<file path="src/include/vid_defs.svh">
// line geometry, pixel rate, flash period, buffer depth and register address macros
`ifndef VID_DEFS_SVH
`define VID_DEFS_SVH

// pixels per line, total and active
`define VID_H_TOTAL 64
`define VID_H_ACTIVE 32

// clocks per pixel strobe
`define VID_CLK_PER_PIX 2

// lines per flash phase
`define VID_FLASH_LINES 4

// entries in each stream buffer
`define VID_BUF_DEPTH 8

// host register addresses
`define VID_REG_CTRL 2'd0
`define VID_REG_BORDER 2'd1
`define VID_REG_STATUS 2'd2

`endif

</file>
<file path="src/design/vid_pkg.sv">
// render mode enum and payload types of the video pipeline
`default_nettype none

package vid_pkg;

	// render modes, encoded as CTRL bits 1:0
	typedef enum logic [1:0] {
		RM_ZX = 2'd0,
		RM_HC = 2'd1,
		RM_XC = 2'd2,
		RM_TX = 2'd3
	} render_mode_t;

	// graphics word
	// low half is bitmap or pixels, high half is attributes
	typedef logic [31:0] gfx_word_t;

	// overlay index, zero low nibble means transparent
	typedef logic [7:0] tile_byte_t;

	// palette index
	typedef logic [7:0] pix_t;

endpackage

`default_nettype wire

</file>
<file path="src/design/vid_config_regs.sv">
// host register block: CTRL, BORDER, sticky underrun STATUS, four-phase req/ack
`timescale 1ns/10ps
`default_nettype none

`include "vid_defs.svh"

module vid_config_regs (
	input  wire                      clk,
	input  wire                      rst,
	input  wire                      host_req,
	input  wire                      host_we,
	input  wire [1:0]                host_addr,
	input  wire [7:0]                host_wdata,
	input  wire                      underrun,
	output logic                     host_ack,
	output logic [7:0]               host_rdata,
	output vid_pkg::render_mode_t    mode,
	output logic                     hires,
	output logic                     nogfx,
	output logic [3:0]               palsel,
	output vid_pkg::pix_t            border
);

	logic [7:0] ctrl_q;
	logic       underrun_q;
	logic       access;

	// one access per handshake, on the req rise not yet acked
	assign access = host_req && !host_ack;

	// CTRL fields
	assign mode   = vid_pkg::render_mode_t'(ctrl_q[1:0]);
	assign hires  = ctrl_q[2];
	assign nogfx  = ctrl_q[3];
	assign palsel = ctrl_q[7:4];

	always_ff @(posedge clk) begin
		if (rst) begin
			host_ack   <= 1'b0;
			ctrl_q     <= 8'h00;
			border     <= 8'h00;
			underrun_q <= 1'b0;
		end else begin
			// ack follows req one cycle late, both edges
			host_ack <= host_req;
			if (access && host_we) begin
				if (host_addr == `VID_REG_CTRL)
					ctrl_q <= host_wdata;
				if (host_addr == `VID_REG_BORDER)
					border <= host_wdata;
			end
			// a new underrun wins over a clear in the same cycle
			if (underrun)
				underrun_q <= 1'b1;
			else if (access && host_we && host_addr == `VID_REG_STATUS && host_wdata[0])
				underrun_q <= 1'b0;
		end
	end

	// read data sampled with the access, valid while ack is high
	always_ff @(posedge clk) begin
		if (access) begin
			case (host_addr)
				`VID_REG_CTRL:   host_rdata <= ctrl_q;
				`VID_REG_BORDER: host_rdata <= border;
				`VID_REG_STATUS: host_rdata <= {7'b0, underrun_q};
				default:         host_rdata <= 8'h00;
			endcase
		end
	end

endmodule

`default_nettype wire

</file>
<file path="src/design/vid_stream_buf.sv">
// circular FIFO with a four-phase req/ack push side and a pop/empty read side
`timescale 1ns/10ps
`default_nettype none

`include "vid_defs.svh"

module vid_stream_buf #(
	parameter type payload_t = logic [7:0]
) (
	input  wire      clk,
	input  wire      rst,
	input  wire      push_req,
	input  payload_t push_data,
	input  wire      pop,
	output logic     push_ack,
	output payload_t head,
	output logic     empty
);

	localparam int DEPTH = `VID_BUF_DEPTH;
	localparam int PTR_W = (DEPTH > 1) ? $clog2(DEPTH) : 1;
	localparam int CNT_W = $clog2(DEPTH + 1);

	payload_t         mem [DEPTH];
	logic [PTR_W-1:0] wr_ptr;
	logic [PTR_W-1:0] rd_ptr;
	logic [CNT_W-1:0] count;
	logic             full;
	logic             do_push;
	logic             do_pop;

	assign full  = count == CNT_W'(DEPTH);
	assign empty = count == '0;
	assign head  = mem[rd_ptr];

	// accept only a req that has not been acked yet, and only with room
	assign do_push = push_req && !push_ack && !full;
	assign do_pop  = pop && !empty;

	always_ff @(posedge clk) begin
		if (do_push)
			mem[wr_ptr] <= push_data;
	end

	always_ff @(posedge clk) begin
		if (rst) begin
			push_ack <= 1'b0;
			wr_ptr   <= '0;
			rd_ptr   <= '0;
			count    <= '0;
		end else begin
			// ack holds until req drops, then falls a cycle later
			if (do_push)
				push_ack <= 1'b1;
			else if (!push_req)
				push_ack <= 1'b0;
			if (do_push)
				wr_ptr <= (wr_ptr == PTR_W'(DEPTH - 1)) ? '0 : wr_ptr + 1'b1;
			if (do_pop)
				rd_ptr <= (rd_ptr == PTR_W'(DEPTH - 1)) ? '0 : rd_ptr + 1'b1;
			if (do_push && !do_pop)
				count <= count + 1'b1;
			else if (do_pop && !do_push)
				count <= count - 1'b1;
		end
	end

endmodule

`default_nettype wire

</file>
<file path="src/design/vid_pixel_timer.sv">
// horizontal pixel timer: strobe, line position, psel, buffer pops, flash, underrun
`timescale 1ns/10ps
`default_nettype none

`include "vid_defs.svh"

module vid_pixel_timer (
	input  wire                   clk,
	input  wire                   rst,
	input  vid_pkg::render_mode_t mode,
	input  wire                   gfx_empty,
	input  wire                   tile_empty,
	output logic                  pix_stb,
	output logic                  active,
	output logic [3:0]            psel,
	output logic                  flash,
	output logic                  gfx_valid,
	output logic                  gfx_pop,
	output logic                  tile_pop,
	output logic                  underrun
);

	localparam int H_TOTAL     = `VID_H_TOTAL;
	localparam int H_ACTIVE    = `VID_H_ACTIVE;
	localparam int CLK_PER_PIX = `VID_CLK_PER_PIX;
	localparam int FLASH_LINES = `VID_FLASH_LINES;
	localparam int DIV_W  = (CLK_PER_PIX > 1) ? $clog2(CLK_PER_PIX) : 1;
	localparam int HPOS_W = $clog2(H_TOTAL);
	localparam int LINE_W = (FLASH_LINES > 1) ? $clog2(FLASH_LINES) : 1;

	logic [DIV_W-1:0]  div_cnt;
	logic [HPOS_W-1:0] hpos;
	logic [LINE_W-1:0] line_cnt;
	logic [3:0]        psel_last;
	logic              word_first;
	logic              word_last;
	logic              word_ok;
	logic              gfx_claim;
	logic              line_end;

	assign pix_stb  = div_cnt == DIV_W'(CLK_PER_PIX - 1);
	assign active   = hpos < HPOS_W'(H_ACTIVE);
	assign line_end = hpos == HPOS_W'(H_TOTAL - 1);

	// last psel of a word per mode
	always_comb begin
		case (mode)
			vid_pkg::RM_HC: psel_last = 4'd3;
			vid_pkg::RM_XC: psel_last = 4'd1;
			default:        psel_last = 4'd15;
		endcase
	end

	assign word_first = psel == 4'd0;
	assign word_last  = psel >= psel_last;

	// word is claimed at its first pixel and held for the rest of it
	assign word_ok   = word_first ? !gfx_empty : gfx_claim;
	assign gfx_valid = word_ok && !tile_empty;

	// word leaves the buffer after its last pixel is shown
	assign gfx_pop  = pix_stb && active && word_ok && word_last;
	assign tile_pop = pix_stb && active && !tile_empty;
	assign underrun = pix_stb && active && ((word_first && gfx_empty) || tile_empty);

	always_ff @(posedge clk) begin
		if (rst) begin
			div_cnt   <= '0;
			hpos      <= '0;
			line_cnt  <= '0;
			psel      <= 4'd0;
			flash     <= 1'b0;
			gfx_claim <= 1'b0;
		end else begin
			div_cnt <= pix_stb ? '0 : div_cnt + 1'b1;
			if (pix_stb) begin
				hpos <= line_end ? '0 : hpos + 1'b1;
				if (active) begin
					psel <= word_last ? 4'd0 : psel + 4'd1;
					if (word_first)
						gfx_claim <= !gfx_empty;
				end else begin
					psel <= 4'd0;
				end
				// flash phase flips every few lines
				if (line_end) begin
					if (line_cnt == LINE_W'(FLASH_LINES - 1)) begin
						line_cnt <= '0;
						flash    <= !flash;
					end else begin
						line_cnt <= line_cnt + 1'b1;
					end
				end
			end
		end
	end

endmodule

`default_nettype wire

</file>
<file path="src/design/vid_render.sv">
// pixel renderer: per-mode decode, overlay and border plexing, hi-res packing
`timescale 1ns/10ps
`default_nettype none

module vid_render (
	input  wire                   clk,
	input  wire                   rst,
	input  wire                   pix_stb,
	input  wire                   active,
	input  wire                   gfx_valid,
	input  wire  [3:0]            psel,
	input  wire                   flash,
	input  vid_pkg::render_mode_t mode,
	input  wire                   hires,
	input  wire                   nogfx,
	input  wire  [3:0]            palsel,
	input  vid_pkg::pix_t         border,
	input  vid_pkg::gfx_word_t    gfx_word,
	input  vid_pkg::tile_byte_t   tile_byte,
	output logic                  vplex_valid,
	output vid_pkg::pix_t         vplex_out
);

	logic [15:0]   gfx_lo;
	logic [15:0]   gfx_hi;
	logic          dot;
	logic [7:0]    attr;
	logic [3:0]    nib;
	vid_pkg::pix_t zx_pix;
	vid_pkg::pix_t tx_pix;
	vid_pkg::pix_t hc_pix;
	vid_pkg::pix_t xc_pix;
	vid_pkg::pix_t gfx_pix;
	vid_pkg::pix_t video;
	logic [3:0]    prev_nib;

	assign gfx_lo = gfx_word[15:0];
	assign gfx_hi = gfx_word[31:16];

	// bitmap bit, MSB first within the byte picked by psel[3]
	assign dot  = gfx_lo[{psel[3], ~psel[2:0]}];
	assign attr = psel[3] ? gfx_hi[15:8] : gfx_hi[7:0];

	// ZX: bright bit, then ink or paper, flash inverts the dot
	assign zx_pix = (dot ^ (flash & attr[7])) ? {palsel, attr[6], attr[2:0]}
		: {palsel, attr[6], attr[5:3]};

	// text shares the bitmap path, attribute split into nibbles
	assign tx_pix = dot ? {palsel, attr[3:0]} : {palsel, attr[7:4]};

	// 16c nibble order 7:4, 3:0, 15:12, 11:8
	always_comb begin
		case (psel[1:0])
			2'd0:    nib = gfx_lo[7:4];
			2'd1:    nib = gfx_lo[3:0];
			2'd2:    nib = gfx_lo[15:12];
			default: nib = gfx_lo[11:8];
		endcase
	end
	assign hc_pix = {palsel, nib};

	// 256c low byte first
	assign xc_pix = psel[0] ? gfx_lo[15:8] : gfx_lo[7:0];

	always_comb begin
		case (mode)
			vid_pkg::RM_HC: gfx_pix = hc_pix;
			vid_pkg::RM_XC: gfx_pix = xc_pix;
			vid_pkg::RM_TX: gfx_pix = tx_pix;
			default:        gfx_pix = zx_pix;
		endcase
	end

	// border, then overlay, then graphics
	always_comb begin
		if (!active)
			video = border;
		else if (tile_byte[3:0] != 4'h0)
			video = tile_byte;
		else if (nogfx || !gfx_valid)
			video = border;
		else
			video = gfx_pix;
	end

	always_ff @(posedge clk) begin
		if (rst) begin
			vplex_valid <= 1'b0;
			prev_nib    <= 4'h0;
		end else begin
			vplex_valid <= pix_stb;
			if (pix_stb)
				prev_nib <= video[3:0];
		end
	end

	// hi-res carries two 4-bit pixels per output
	always_ff @(posedge clk) begin
		if (pix_stb)
			vplex_out <= hires ? {prev_nib, video[3:0]} : video;
	end

endmodule

`default_nettype wire

</file>
<file path="src/design/vid_top.sv">
// video pipeline top: config regs, two stream buffers, pixel timer and renderer
`timescale 1ns/10ps
`default_nettype none

module vid_top (
	input  wire                 clk,
	input  wire                 rst,
	input  wire                 host_req,
	input  wire                 host_we,
	input  wire  [1:0]          host_addr,
	input  wire  [7:0]          host_wdata,
	output logic                host_ack,
	output logic [7:0]          host_rdata,
	input  wire                 gfx_req,
	input  vid_pkg::gfx_word_t  gfx_data,
	output logic                gfx_ack,
	input  wire                 tile_req,
	input  vid_pkg::tile_byte_t tile_data,
	output logic                tile_ack,
	output logic                vplex_valid,
	output vid_pkg::pix_t       vplex_out
);

	vid_pkg::render_mode_t mode;
	logic                  hires;
	logic                  nogfx;
	logic [3:0]            palsel;
	vid_pkg::pix_t         border;
	vid_pkg::gfx_word_t    gfx_head;
	vid_pkg::tile_byte_t   tile_head;
	logic                  gfx_empty;
	logic                  tile_empty;
	logic                  gfx_pop;
	logic                  tile_pop;
	logic                  pix_stb;
	logic                  active;
	logic [3:0]            psel;
	logic                  flash;
	logic                  gfx_valid;
	logic                  underrun;

	vid_config_regs regs_i (
		.clk(clk), .rst(rst), .host_req(host_req), .host_we(host_we),
		.host_addr(host_addr), .host_wdata(host_wdata), .underrun(underrun),
		.host_ack(host_ack), .host_rdata(host_rdata), .mode(mode), .hires(hires),
		.nogfx(nogfx), .palsel(palsel), .border(border)
	);

	vid_stream_buf #(.payload_t(vid_pkg::gfx_word_t)) gfx_buf_i (
		.clk(clk), .rst(rst), .push_req(gfx_req), .push_data(gfx_data), .pop(gfx_pop),
		.push_ack(gfx_ack), .head(gfx_head), .empty(gfx_empty)
	);

	vid_stream_buf #(.payload_t(vid_pkg::tile_byte_t)) tile_buf_i (
		.clk(clk), .rst(rst), .push_req(tile_req), .push_data(tile_data), .pop(tile_pop),
		.push_ack(tile_ack), .head(tile_head), .empty(tile_empty)
	);

	vid_pixel_timer timer_i (
		.clk(clk), .rst(rst), .mode(mode), .gfx_empty(gfx_empty), .tile_empty(tile_empty),
		.pix_stb(pix_stb), .active(active), .psel(psel), .flash(flash),
		.gfx_valid(gfx_valid), .gfx_pop(gfx_pop), .tile_pop(tile_pop), .underrun(underrun)
	);

	vid_render render_i (
		.clk(clk), .rst(rst), .pix_stb(pix_stb), .active(active), .gfx_valid(gfx_valid),
		.psel(psel), .flash(flash), .mode(mode), .hires(hires), .nogfx(nogfx),
		.palsel(palsel), .border(border), .gfx_word(gfx_head), .tile_byte(tile_head),
		.vplex_valid(vplex_valid), .vplex_out(vplex_out)
	);

endmodule

`default_nettype wire

</file>
<file path="config.mk">
export PLATFORM = sky130hd
export DESIGN_NAME = vid_top
export DESIGN_NICKNAME = d
export VERILOG_FILES = /design/src/design/vid_pkg.sv /design/src/design/vid_config_regs.sv /design/src/design/vid_stream_buf.sv /design/src/design/vid_pixel_timer.sv /design/src/design/vid_render.sv /design/src/design/vid_top.sv
export VERILOG_INCLUDE_DIRS = /design/src /design/src/include
export SDC_FILE = /design/constraint.sdc
export NUM_CORES = 1
export LEC_CHECK = 0
export ABC_AREA = 1
export BUFFER_PORTS_ARGS = -buffer_cell sky130_fd_sc_hd__buf_2
export CORE_AREA = 10 10 236 328
export CTS_CLUSTER_SIZE = 16
export DETAILED_ROUTE_END_ITERATION = 10
export DIE_AREA = 0 0 246 338
export PLACE_DENSITY_LB_ADDON = 0.2
export SETUP_SLACK_MARGIN = 0.05
export SYNTH_ARGS = -nofsm -noshare
export SYNTH_HDL_FRONTEND = slang
export SYNTH_HIERARCHICAL = 1
export SYNTH_SLANG_ARGS = --single-unit
</file>
<file path="constraint.sdc">
create_clock -name clk -period 6.22 [get_ports clk]
set_input_delay 0 -clock clk [delete_from_list [all_inputs] [get_ports clk]]
set_output_delay 0 -clock clk [all_outputs]
set_load 0.02 [all_outputs]
</file>
==> flow_summary.yaml <==
outcome:
  status: "completed"
die:
  boundaryPins: 76
  core_area_um2: 71260
  floorplan.initialDensity: 0.2477
  die-width_um: 246
  rows: 116
  die_y_um: 338
  dieArea_um2: 83150
drt:
  dr.pass1.iters: 6
  drc_errors: 0
  first_iter_violations: 763
  drt-total-wl_mm: 48.18
  num_vias: 12358
  antenna_left: 0
  wl_per_cell_um: 16.87
  drt-vias-per-instance: 4.327
clock_tree:
  cts_max_level: 2
  cts_tree: "built"
  cts_buffer_depth: 3
  root_buffer: "clkbuf_16"
  clk_pin_slew_worst_paths_ps: 60
  clk_latency_ps: 600
  numCtsBuffers: 46
  cts_sinks: 402
  post_cts_resized: 0
hold_path:
  min_path_cells: 2
  hold_path.class: "input pin to flip-flop"
logic_synthesis:
  syn_area_per_cell_um2: 10.18
  seq_area_frac_synth: 0.6465
  synth_compound_area_frac: 0.08407
  ys_warn_count: 6
  yosys_register_bits: 402
  synth_mux_area_frac: 0.001701
  synth_area_um2: 17650
  synth-edff-count: 336
  synthSimpleGateAreaFrac: 0.1963
  synth_nets: 1814
  async_flop_share: 0
  synth_xor_area_frac: 0.002977
  synthAdderAreaFrac: 0.01786
  synth_top_family_by_area: "simple AND/OR/NAND/NOR gates"
  netlist_instances: 1734
  ys_types: 42
  ys.flop_type: "edfxtp_1"
layout:
  layout.nets: 1952
  drive_gt1_frac: 0.1157
  n_fill_cell: 7377
  area_growth_pct: 19.17
  layout_commonest_cell: "nor2_1"
  stdcell_count: 2856
  final_area_um2: 21030
  final_cell_mix: "nor2_1 (406), nand2_1 (341), edfxtp_1 (336)"
global_route:
  antenna_found_initial: 2
  grt_pass1_vias: 12454
  grt_max_degree: 105
  grt_pass1_wl_mm: 73.60
  grt.overflow.total: 0
  grt.total_usage: 0.1143
timing:
  finalMaxSlewViolations: 0
  whs_ps: 215.0
  fmax_mhz: 256.8
  period_needed_ps: 3895
  fin_worst_skew_ps: 51.46
  setup_viol: 0
  finalHoldViolations: 0
  setup_slack_ps: 2325
  finalCritPeriodShare: 0.6262
  tns_ps: 0
  tightestPinTransition_ps: 1102
  relSlewSlack: 0.2654
  grt_setup_unrepaired: "no"
setup_path:
  crit_chain: "inv_2, buf_4, o21ai_0, nand2_1, nand2_1, nand2_1, nand2_1, nand2_1, nand2_1, nand3_2, nand3_4, nand2_4, nand2_4, nand2_1, o21ai_1, o21ai_1, nand2_1, nand2_1, inv_1"
  cp-start-kind: "flip-flop"
  crit_required_ps: 6560
  crit_family: "buffers and inverters"
  critPathMostFrequentCell: "nand2_1"
  path_class: "flip-flop to flip-flop"
  cp.buffers_inverters: 3
  cp.arrival_ps: 4240
  crit_fanout: 104
  crit_cells: 19
  crit_path_top_delay_cell: "buf_4"
  endpoint_kind: "flip-flop"
  reg2reg_depth: 19
  max_stage_delay_ps: 830
placement:
  place_congestion: 0.8072
  numPortBuffers: 75
  dp.cells: 2703
  place_ws_ps: 2274
  place_hpwl_mm: 29.30
  dpl_cell_area_um2: 18910
power:
  power_density_nw_per_um2: 323.4
  max-vdd-ir-drop_mv: 0.1964
  power_leakage_nw: 8.037
flow_run:
  drv_cap: 0
## cells by family (layout without fill, tap and decap cells)
| logic type | after synthesis | count (layout) |
|---|---|---|
| other cells | 0 | 2 |
| buf+inv | 171 | 347 |
| fa+ha+maj | 24 | 24 |
| xor+xnor | 6 | 6 |
| flops | 402 | 402 |
| simple gates | 849 | 849 |
| compound gates | 279 | 279 |
| mux | 3 | 3 |
## cell usage after synthesis (all sizes together), types with 4 or more instances
library cell / instances / area, um^2
nor2: 415 / 1595
nand2: 351 / 1373
edfxtp: 336 / 10090
o21ai: 221 / 1110
inv: 100 / 382.9
dfxtp: 66 / 1321
buf: 54 / 437.9
nand3: 39 / 257.8
nor3: 33 / 170.2
a21oi: 30 / 165.2
ha: 22 / 275.3
clkbuf: 17 / 72.57
a22o: 7 / 61.31
a31oi: 7 / 43.79
nand4: 6 / 37.54
xor2: 6 / 52.55
or2: 4 / 25.02
## worst register-to-register path: stages (launching register included)
cell and delay, ps:
dfxtp_4 560, inv_2 450, buf_4 840, o21ai_0 290, nand2_1 110, nand2_1 50, nand2_1 160, nand2_1 70
nand2_1 110, nand2_1 60, nand3_2 120, nand3_4 120, nand2_4 140, nand2_4 60, nand2_1 80, o21ai_1 60
o21ai_1 170, nand2_1 70, nand2_1 100, inv_1 50
## metal layers
| metal | wire (um) | up-vias | track usage |
|---|---|---|---|
| met5 | 0 | - | 0 |
| met4 | 1288 | 0 | 0.04065 |
| met3 | 1926 | 86 | 0.01701 |
| met2 | 24010 | 257 | 0.2021 |
| met1 | 20950 | 5876 | 0.1382 |
| li1 | - | 6139 | - |
## where the power goes
part           switching, mW  total [mW]  internal, mW
logic                  0.645       0.971         0.326
clock network           1.15        2.64          1.48
registers              0.107        3.19          3.09
## final cells by class
cell class	instances	area, um^2	share of cell area
timing repair buffer	161	1184	0.05627
sequential	402	11420	0.5427
inverter	100	382.9	0.01820
multi-input combinational	1161	5396	0.2566
clock buffer	57	1245	0.05919
clock inverter	29	224.0	0.01065
antenna	2	5.005	0.0002379
tap	944	1181	0.05615
## per-stage QoR
stage | util | total power [mW]
floorplan | - | 3.903
global placement | 0.2653 | 4.198
detailed placement | 0.2653 | 4.206
CTS | 0.2951 | 6.911
global route | 0.2951 | 7.156
finish | 0.2952 | 6.802
## timing repair
action | CTS | global route
endpoints found under the setup margin | 0 | 0
endpoints found under the hold margin | 348 | 0
buffers inserted | 0 | 0
hold buffers | 65 | 0
## path summary, 6_finish.rpt
check | slack [ps] | startpoint | end
setup reg to reg | 2330 | flip-flop | render_i/vplex_out[1]$_DFFE_PP_
hold / removal | 210 | gfx_data[20] | gfx_buf_i/mem[6][20]$_DFFE_PP_
hold reg to reg | 470 | timer_i/gfx_claim$_SDFFE_PP0P_ | timer_i/gfx_claim$_SDFFE_PP0P_
setup / recovery | 2330 | flip-flop | render_i/vplex_out[1]$_DFFE_PP_
## sequential cells by signal, summed over array words and instances, names as in the netlist, 2 cells and up, named ones only
name / cells
gfx_buf_i/mem: 256
tile_buf_i/mem: 64
regs_i/border: 8
regs_i/ctrl_q: 8
regs_i/host_rdata: 8
render_i/vplex_out: 8
timer_i/hpos: 6
gfx_buf_i/count: 4
render_i/prev_nib: 4
tile_buf_i/count: 4
timer_i/psel: 4
gfx_buf_i/rd_ptr: 3
gfx_buf_i/wr_ptr: 3
tile_buf_i/rd_ptr: 3
tile_buf_i/wr_ptr: 3
timer_i/line_cnt: 2
(Power assumes the default switching activity.)
